<file path="src/hdl/board_macros.svh">
/*
  Board-wide widths, GPIO bit positions and boot constants
  GPIO field positions must agree with the firmware's register map
  Debounce count assumes the 100 MHz system clock (1 ms per key)
*/

`ifndef BOARD_MACROS_SVH
`define BOARD_MACROS_SVH

//----------------------------------------
// Word widths
//----------------------------------------
`define XLEN                    32
`define NUM_OF_GPIOS            32

// Five-way navigation keys and DIP switches
`define NUM_KEYS                5
`define NUM_SWITCHES            8

//----------------------------------------
// Boot and key timing
//----------------------------------------
`define DEFAULT_START_ADDR      32'h8000_0000
`define DEFAULT_DEBOUNCE_CYCLES 100000

//----------------------------------------
// GPIO input word fields
//----------------------------------------
`define GPIO_KEY_LSB            0
`define GPIO_SW_LSB             8

// GPIO output word fields
`define GPIO_SEG_LSB            0
`define GPIO_DIG_LSB            8
`define GPIO_RGB1_LSB           16
`define GPIO_RGB2_LSB           20
`define GPIO_LED_LSB            24

`endif

</file>
<file path="src/hdl/board_io_pkg.sv">
/*
  Types for the board pins and the MCU GPIO words
  Keys arrive active low; segment lines leave active low
*/

`include "board_macros.svh"

package board_io_pkg;

    //----------------------------------------
    // MCU side
    //----------------------------------------

    // One GPIO word, in or out
    typedef logic [`NUM_OF_GPIOS - 1 : 0] gpio_word_t;

    //----------------------------------------
    // Board inputs
    //----------------------------------------
    typedef logic [`NUM_KEYS - 1 : 0]     key_vec_t;
    typedef logic [`NUM_SWITCHES - 1 : 0] sw_vec_t;

    //----------------------------------------
    // Board outputs
    //----------------------------------------

    // Segments A..G in bits 0..6, DP in bit 7
    typedef logic [7 : 0]                 seg_vec_t;
    // Digit enables, index 0 is the rightmost digit
    typedef logic [3 : 0]                 dig_vec_t;
    // Red, green, blue from bit 0 up
    typedef logic [2 : 0]                 rgb_t;
    typedef logic [7 : 0]                 led_vec_t;

endpackage : board_io_pkg

</file>
<file path="src/hdl/boot_pkg.sv">
/*
  Types shared by the boot sequencer and the hardware loader
  Addresses are byte addresses of one CPU word width
*/

`include "board_macros.svh"

package boot_pkg;

    //----------------------------------------
    // CPU start address
    //----------------------------------------

    // Same width as the CPU word
    typedef logic [`XLEN - 1 : 0] cpu_addr_t;

endpackage : boot_pkg

</file>
<file path="src/hdl/key_debouncer.sv">
/*
  One-key debouncer, raw key in, clean level out
  Output is 1 (released) after reset
  Glitches shorter than debounce_cycles never reach the output
*/

`timescale 1ns/1ns
`default_nettype none

module key_debouncer #(
    parameter int unsigned debounce_cycles = 100000
) (
    input  wire  clk_100MHz,
    input  wire  pll_locked,
    input  wire  data_in,
    output logic data_out
);

    // Wide enough to hold debounce_cycles itself
    localparam int unsigned cnt_width = $clog2(debounce_cycles + 1);

    logic [1 : 0]             sync_ff;
    logic [cnt_width - 1 : 0] stable_cnt;

    //----------------------------------------
    // Synchronizer, two flops
    //----------------------------------------
    always_ff @(posedge clk_100MHz, negedge pll_locked) begin
        if (!pll_locked) begin
            sync_ff <= 2'b11;
        end else begin
            sync_ff <= {sync_ff[0], data_in};
        end
    end

    //----------------------------------------
    // Stability counter
    //----------------------------------------
    always_ff @(posedge clk_100MHz, negedge pll_locked) begin
        if (!pll_locked) begin
            stable_cnt <= '0;
            data_out   <= 1'b1;
        end else if (sync_ff[1] != data_out) begin
            // Flip on the last of debounce_cycles differing cycles
            if (stable_cnt == cnt_width'(debounce_cycles - 1)) begin
                stable_cnt <= '0;
                data_out   <= sync_ff[1];
            end else begin
                stable_cnt <= stable_cnt + 1'b1;
            end
        end else begin
            // Any agreement restarts the count
            stable_cnt <= '0;
        end
    end

endmodule : key_debouncer

`default_nettype wire

</file>
<file path="src/hdl/key_input_block.sv">
/*
  Debounces the five navigation keys and builds the GPIO input word
  Switches pass through raw; firmware filters them if it needs to
  key_int is a level, high while any key is held
*/

`timescale 1ns/1ns
`default_nettype none

`include "board_macros.svh"

module key_input_block #(
    parameter int unsigned debounce_cycles = `DEFAULT_DEBOUNCE_CYCLES
) (
    input  wire                        clk_100MHz,
    input  wire                        pll_locked,
    input  board_io_pkg::key_vec_t     keys,
    input  board_io_pkg::sw_vec_t      switches,
    output board_io_pkg::gpio_word_t   gpio_in,
    output logic                       key_int
);

    // Debounced keys, still active low
    board_io_pkg::key_vec_t keys_db;

    //----------------------------------------
    // One debouncer per key
    //----------------------------------------
    for (genvar i = 0; i < `NUM_KEYS; i++) begin : gen_keys
        key_debouncer #(
            .debounce_cycles (debounce_cycles)
        ) u_key_debouncer (
            .clk_100MHz (clk_100MHz),
            .pll_locked (pll_locked),
            .data_in    (keys[i]),
            .data_out   (keys_db[i])
        );
    end

    //----------------------------------------
    // GPIO input word
    //----------------------------------------
    always_comb begin
        // Unused bits read as zero
        gpio_in = '0;
        // Pressed key reads as 1
        gpio_in[`GPIO_KEY_LSB +: `NUM_KEYS]    = ~keys_db;
        gpio_in[`GPIO_SW_LSB  +: `NUM_SWITCHES] = switches;
    end

    // Interrupt while any key is down
    always_ff @(posedge clk_100MHz, negedge pll_locked) begin
        if (!pll_locked) begin
            key_int <= 1'b0;
        end else begin
            key_int <= ~(&keys_db);
        end
    end

endmodule : key_input_block

`default_nettype wire

</file>
<file path="src/hdl/loader_link.sv">
/*
  Boot start sequencing and the link to the hardware loader
  One start pulse follows reset; every loader strobe restarts the CPU
  mcu_reset_n is combinational and also covers PLL lock loss
*/

`timescale 1ns/1ns
`default_nettype none

`include "board_macros.svh"

module loader_link (
    input  wire                 clk_100MHz,
    input  wire                 pll_locked,
    input  wire                 loader_cpu_start,
    input  boot_pkg::cpu_addr_t loader_cpu_start_addr,
    input  wire                 loader_cpu_reset,
    input  wire                 loader_tx_sel,
    input  wire                 loader_txd,
    input  wire                 cpu_txd,
    output logic                mcu_start,
    output boot_pkg::cpu_addr_t mcu_start_addr,
    output logic                mcu_reset_n,
    output logic                txd
);

    // Fills with ones from bit 0 after reset
    logic [1 : 0] boot_sr;

    //----------------------------------------
    // Boot start and restart
    //----------------------------------------
    always_ff @(posedge clk_100MHz, negedge pll_locked) begin
        if (!pll_locked) begin
            boot_sr        <= 2'b00;
            mcu_start      <= 1'b0;
            mcu_start_addr <= `DEFAULT_START_ADDR;
        end else begin
            boot_sr   <= {boot_sr[0], 1'b1};
            // Pulse once on the 01 pattern, or on a loader strobe
            mcu_start <= loader_cpu_start | (boot_sr[0] & ~boot_sr[1]);
            if (loader_cpu_start) begin
                mcu_start_addr <= loader_cpu_start_addr;
            end else if (!boot_sr[1]) begin
                // Default address until boot completes
                mcu_start_addr <= `DEFAULT_START_ADDR;
            end
        end
    end

    // CPU held in reset on loader request
    assign mcu_reset_n = ~loader_cpu_reset & pll_locked;

    //----------------------------------------
    // TXD source select, registered
    //----------------------------------------
    always_ff @(posedge clk_100MHz, negedge pll_locked) begin
        if (!pll_locked) begin
            txd <= 1'b0;
        end else begin
            txd <= loader_tx_sel ? loader_txd : cpu_txd;
        end
    end

endmodule : loader_link

`default_nettype wire

</file>
<file path="src/hdl/step_board_top.sv">
/*
  Board glue around the MCU on the Cyclone 10 board
  Clock and pll_locked come from the PLL outside this block
  Display outputs are combinational from the GPIO output word
*/

`timescale 1ns/1ns
`default_nettype none

`include "board_macros.svh"

module step_board_top #(
    parameter int unsigned debounce_cycles = `DEFAULT_DEBOUNCE_CYCLES
) (
    input  wire                      clk_100MHz,
    input  wire                      pll_locked,
    // Board inputs
    input  board_io_pkg::key_vec_t   keys,
    input  board_io_pkg::sw_vec_t    switches,
    input  wire                      accel_int,
    // MCU side
    input  board_io_pkg::gpio_word_t gpio_out,
    output board_io_pkg::gpio_word_t gpio_in,
    output logic [1 : 0]             mcu_int,
    output logic                     mcu_start,
    output boot_pkg::cpu_addr_t      mcu_start_addr,
    output logic                     mcu_reset_n,
    // Hardware loader
    input  wire                      loader_cpu_start,
    input  boot_pkg::cpu_addr_t      loader_cpu_start_addr,
    input  wire                      loader_cpu_reset,
    input  wire                      loader_tx_sel,
    input  wire                      loader_txd,
    input  wire                      cpu_txd,
    output logic                     txd,
    // Display pins
    output board_io_pkg::led_vec_t   led,
    output board_io_pkg::seg_vec_t   seg_n,
    output board_io_pkg::dig_vec_t   dig,
    output board_io_pkg::rgb_t       rgb1,
    output board_io_pkg::rgb_t       rgb2
);

    logic key_int;

    //----------------------------------------
    // Keys and switches
    //----------------------------------------
    key_input_block #(
        .debounce_cycles (debounce_cycles)
    ) u_key_input_block (
        .clk_100MHz (clk_100MHz),
        .pll_locked (pll_locked),
        .keys       (keys),
        .switches   (switches),
        .gpio_in    (gpio_in),
        .key_int    (key_int)
    );

    // Accelerometer on INT1, keys on INT0
    assign mcu_int = {accel_int, key_int};

    //----------------------------------------
    // Boot and loader link
    //----------------------------------------
    loader_link u_loader_link (
        .clk_100MHz            (clk_100MHz),
        .pll_locked            (pll_locked),
        .loader_cpu_start      (loader_cpu_start),
        .loader_cpu_start_addr (loader_cpu_start_addr),
        .loader_cpu_reset      (loader_cpu_reset),
        .loader_tx_sel         (loader_tx_sel),
        .loader_txd            (loader_txd),
        .cpu_txd               (cpu_txd),
        .mcu_start             (mcu_start),
        .mcu_start_addr        (mcu_start_addr),
        .mcu_reset_n           (mcu_reset_n),
        .txd                   (txd)
    );

    //----------------------------------------
    // GPIO output mapping
    //----------------------------------------

    // Segment lines are active low on the board
    assign seg_n = ~gpio_out[`GPIO_SEG_LSB +: $bits(board_io_pkg::seg_vec_t)];
    // dig[0] drives digit 4, dig[3] digit 1
    assign dig   = gpio_out[`GPIO_DIG_LSB +: $bits(board_io_pkg::dig_vec_t)];
    assign rgb1  = gpio_out[`GPIO_RGB1_LSB +: $bits(board_io_pkg::rgb_t)];
    assign rgb2  = gpio_out[`GPIO_RGB2_LSB +: $bits(board_io_pkg::rgb_t)];
    assign led   = gpio_out[`GPIO_LED_LSB +: $bits(board_io_pkg::led_vec_t)];

endmodule : step_board_top

`default_nettype wire

</file>
<file path="config.mk">
export PLATFORM = sky130hd
export DESIGN_NAME = step_board_top
export DESIGN_NICKNAME = d
export VERILOG_FILES = /design/src/hdl/board_io_pkg.sv /design/src/hdl/boot_pkg.sv /design/src/hdl/key_debouncer.sv /design/src/hdl/key_input_block.sv /design/src/hdl/loader_link.sv /design/src/hdl/step_board_top.sv
export VERILOG_INCLUDE_DIRS = /design/src /design/src/hdl
export SDC_FILE = /design/constraint.sdc
export NUM_CORES = 1
export LEC_CHECK = 0
export BUFFER_PORTS_ARGS = -buffer_cell sky130_fd_sc_hd__buf_4
export CORE_ASPECT_RATIO = 0.6
export CORE_UTILIZATION = 31
export CTS_BUF_LIST = sky130_fd_sc_hd__clkbuf_4 sky130_fd_sc_hd__clkbuf_8 sky130_fd_sc_hd__clkbuf_16
export DETAILED_ROUTE_END_ITERATION = 8
export SKIP_LAST_GASP = 1
export SYNTH_ARGS = -nofsm -noshare
export SYNTH_HDL_FRONTEND = slang
export SYNTH_SLANG_ARGS = --single-unit
</file>
<file path="constraint.sdc">
create_clock -name clk_100MHz -period 2.1 [get_ports clk_100MHz]
set_input_delay 0.42 -clock clk_100MHz [delete_from_list [all_inputs] [get_ports clk_100MHz]]
set_output_delay 0.42 -clock clk_100MHz [all_outputs]
set_load 0.01 [all_outputs]
</file>
Word-level counts from Yosys, hierarchy flattened:

Index checks and enable logic that the tools add are counted.

* bits in registers: 137
* bits of input ports: 85
* output and inout port bits: 95

* add/subtract/negate cells: 5
* equal/unequal tests: 11
* multiplexer cells: 13
* bitwise logic cells: 8
* reduce and logical (&&, ||, !) cells: 6

Operators with widths (count)
* $mux W17: 10
* $add A17 B1 Y17 const B: 5
* $eq A17 B17 Y1 const B: 5
* $mux W32: 2
* $reduce_and A2 Y1: 5
* $not A8 Y8: 1
* $ne A1 B1 Y1: 5
* $not A5 Y5: 1
* $reduce_and A5 Y1: 1
* $not A1 Y1: 3
* $and A1 B1 Y1: 2
* $ne A2 B2 Y1 const B: 1
* $mux W1: 1
* $or A1 B1 Y1: 1

Depth between registers and ports, before layout:

* depth after elaboration: 3
* depth in mapped cells: 7

By module:

A second synthesis with hierarchy kept.

* cell total of the unflattened synthesis: 593
* area, all modules: 6441.2 um^2

By module, submodules not included
* key_debouncer: instances 5, cells each 89, area each 940.9 um^2, seq. area each 504.2 um^2
* loader_link: instances 1, cells each 84, area each 1295.0 um^2, seq. area each 902.1 um^2
* key_input_block: instances 1, cells each 36, area each 261.5 um^2, seq. area each 25.0 um^2
* step_board_top: instances 1, cells each 28, area each 180.2 um^2, seq. area each 0.0 um^2

Worst setup path after synthesis:

No wires, ideal clock.

* path kind: register -> register
* start point: register u_key_input_block.gen_keys[3].u_key_debouncer.stable_cnt[0]
* end point: register u_key_input_block.gen_keys[3].u_key_debouncer.stable_cnt[16]
* library setup time: 0.078 ns
* arrival: 1.727 ns
* setup slack: 0.296 ns
* cell stages (with the launch flop): 6
* path buffers: 0
* clock period less this slack: 1.804 ns
* path through: dfrtp_1 > ha_1 > and4_2 > nand2_1 > or4_2 > a21oi_1

* word-level cells in the longest chain between the ends: 3

RTL lines
* start: declaration: line key_debouncer.sv:23 `logic [cnt_width - 1 : 0] stable_cnt;`
* start signal: assignment: line key_debouncer.sv:49 `stable_cnt <= stable_cnt + 1'b1;`
* $add A17 B1 Y17 or $eq A17 B17 Y1 (tied branches): line key_debouncer.sv:49, key_debouncer.sv:45
* $mux W17 *: line key_debouncer.sv:45 `if (stable_cnt == cnt_width'(debounce_cycles - 1)) begin`
* $mux W17 *: line key_debouncer.sv:43 `end else if (sync_ff[1] != data_out) begin`

Mark *: on every way between the ends. The rest lies on a longest branch, timed or not.
A chain may end at the register's enable or synchronous reset.

Worst setup path in the final report:

Same ends and word-level chain as after synthesis.

==> results.toml <==
[critical_path]
arrival_ps = 2280
cp.depth = 5
cp_top_family = "simple AND/OR/NAND/NOR gates"
crit_path_cell_trace = "ha_2, and4_2, nand2_1, or4_2, a21oi_1"
cp-start-kind = "flip-flop"
worst-path-buf-inv = 0
critical-path-slowest-cell = "or4_2"
r2r_cells = 5
critPathCaptureType = "flip-flop"
path_max_fanout = 4
crit_type = "reg -> reg"
required_ps = 2450
max_stage_delay_ps = 660
rrSetupSlack_ps = 160

[synth]
ys_ff_latch = 137
synth_area_leader_cell = "dfrtp_1"
syn_inst = 610
syn_avg_cell_area_sq_um = 10.6
synth-warning-count = 0
synth_area_sq_mm = 0.00648
synth.area.top_cells = "dfrtp_1 (47%), dfstp_2 (6.5%), buf_4 (5.7%), xnor2_1 (4.7%), xor2_1 (4.7%)"
seq_area_frac_synth_pct = 53.2
synth_top_area_share_pct = 46.7
synth_cell_types = 47

[flow_run]
cap_violations = 0

[final_layout]
diodes = 0
drive_gt1_share_pct = 25.4
fin_util_pct = 39.0
syn_to_final_growth_pct = 21.8
num-nets-final = 781

[power_and_ir_drop]
pwr-share-comb_pct = 6.9
p_leak_nw = 3.47
ir_drop_v = 0.000527
intPower_mw = 4.62
p_clk_share_pct = 47.9
p_switching_mw = 1.56
pwr-share-seq_pct = 45.2
power.density_mw_per_mm2 = 785
netSwitchingFraction_pct = 25.3

[clock_network]
numCtsBuffers = 17
cts.htree.levels = 4
cts_buffer_depth = 2
root_buffer = "clkbuf_16"
post-cts-setup-buffers = 0
clk_pin_slew_worst_paths_ps = 60
tritoncts = "yes"
clk_latency_ps = 420
clkSinkCount = 137

[detailed_routing]
route.final.wire_length_microns = 12900
wl_per_cell_microns = 13.2
dr.pass1.iters = 4
vias_per_cell = 4.63
num_vias = 4522
post-route-drc-count = 0
ant_nets = 0
drt_iter0_markers = 331

[die]
die_area_sq_mm = 0.0215
core-area_sq_mm = 0.0202
start_util_pct = 32.0
fp.dieH_microns = 114
dieWidth_microns = 189
ios = 180
num_rows = 40

[min_path]
hp-class = "in -> async"

[global_route]
grt_max_degree = 138
grt.total_usage_pct = 12.9
grt_pass1_vias = 4376
grt_pass1_wl_microns = 22000
overflow = 0
antenna_found_initial = 0

[sta]
hold_viol_final = 0
slew_viol_final = 0
relSlewSlack_pct = 51.7
fin_setup_tns_ps = 0
rsz0062_at_grt = "no"
setup_violations = 0
min_period_ps = 1940
setup_slack_ps = 163
max_freq_ghz = 0.516
fin_skew_ps = 12.9
fin_crit_sh_pct = 92.2
worstMarginPinSlew_ps = 725
holdWs_ps = 99.1

[place]
place_ws_ps = 148
gp_congestion = 0.761
port_buffers = 100
dp_hpwl_microns = 8580

[outcome]
status = "finished, final reports clean"
[per-stage QoR]
| stage | power (mW) | cell area [sq um] | std cells |
|---|---|---|---|
| 2_1_floorplan | 3.09 | 6550 | 628 |
| 3_3_place_gp | 3.27 | 7300 | 945 |
| 3_5_place_dp | 3.28 | 7300 | 945 |
| 4_1_cts | 6.30 | 7890 | 977 |
| 5_1_grt | 6.45 | 7890 | 977 |
| 6_report | 6.19 | 7890 | 977 |
[cell usage after synthesis, drive strengths merged]
| master | instances |
|---|---|
| dfrtp | 121 |
| nor2 | 79 |
| buf | 56 |
| nand4 | 40 |
| xnor2 | 35 |
| xor2 | 35 |
| a22o | 31 |
| nand3 | 29 |
| inv | 26 |
| nand2 | 21 |
| dfstp | 16 |
| clkbuf | 15 |
| nor4 | 15 |
| nor3 | 12 |
| a21oi | 11 |
| o21ai | 9 |
| and4 | 8 |
| and3 | 7 |
| or4 | 7 |
| or3 | 6 |
| ha | 5 |
| mux2 | 4 |
| o31ai | 4 |
| nor2b | 3 |
| or2 | 3 |
| conb | 2 |
| or4b | 2 |
| a21o | 1 |
| a41o | 1 |
| and2 | 1 |
| nand4b | 1 |
| nand4bb | 1 |
| nor4b | 1 |
| o41ai | 1 |
| or4bb | 1 |
[worst min path at each step]
stage,from,end,slack [ps],cells after the start
after floorplan,pll_locked,async pin,120,0
after global placement,flip-flop,flip-flop,350,0
after detailed placement,flip-flop,flip-flop,350,0
after CTS,keys[0],flip-flop,70,1
after global routing,keys[0],flip-flop,80,1
final,pll_locked,async pin,100,2
[registers in the layout (all words and copies together), names as in the netlist]
signal,flops
u_key_input_block.gen_keys.u_key_debouncer.data_out,5
u_key_input_block.gen_keys.u_key_debouncer.stable_cnt,85
u_key_input_block.gen_keys.u_key_debouncer.sync_ff,10
u_key_input_block.key_int,1
u_loader_link.boot_sr,2
u_loader_link.mcu_start,1
u_loader_link.mcu_start_addr,32
u_loader_link.txd,1
[power by group through the flow]
stage / Combinational [mW] / Sequential (mW) / Clock [mW]
detailed placement: 0.440 / 2.84 / 0
global route: 0.480 / 2.81 / 3.17
floorplan: 0.243 / 2.85 / 0
finish: 0.428 / 2.80 / 2.96
CTS: 0.437 / 2.79 / 3.07
global placement: 0.434 / 2.84 / 0
[kinds of logic after synthesis]
kind of cell	count (synthesis)	synth area share, %
XOR/XNOR	70	9.46
other	2	0.116
buffers and inverters	97	9.14
AO/OA/AOI/OAI	58	6.90
multiplexers	4	0.695
flip-flops	137	53.2
AND/OR/NAND/NOR	237	19.5
adder cells (fa/ha/maj)	5	0.966
[cells in the final DEF (no fill, tap or decap), types with 21 or more instances in the layout]
cell     instances
nor2_1          78
buf_4          111
nand2_1         21
a22o_1          31
xor2_1          35
inv_1           26
nand4_1         39
xnor2_1         35
dfrtp_1        121
nand3_1         29
[layout make-up]
type,instances,area [sq um]
well taps,273,342
clock inverters,15,160
inverters,26,97.6
fillers,2024,12300
clock buffers,17,425
multi-input cells,394,2510
repair buffers,115,905
flip-flops and latches,137,3450
[layer usage]
metal  wire [microns]  vias to the layer above  global-route usage, %
met5                0                        -                      0
met4              195                        0                   5.65
met3             1060                       15                   5.23
met2             5040                      132                   16.4
met1             6590                     2154                   18.8
li1                 -                     2221                      -
[repair_timing]
action / CTS / global route
hold buffers: 0 / 0
setup endpoints to repair: 0 / 1
gates resized for setup: 0 / 1
No activity file was read; power rests on OpenSTA's default activity.
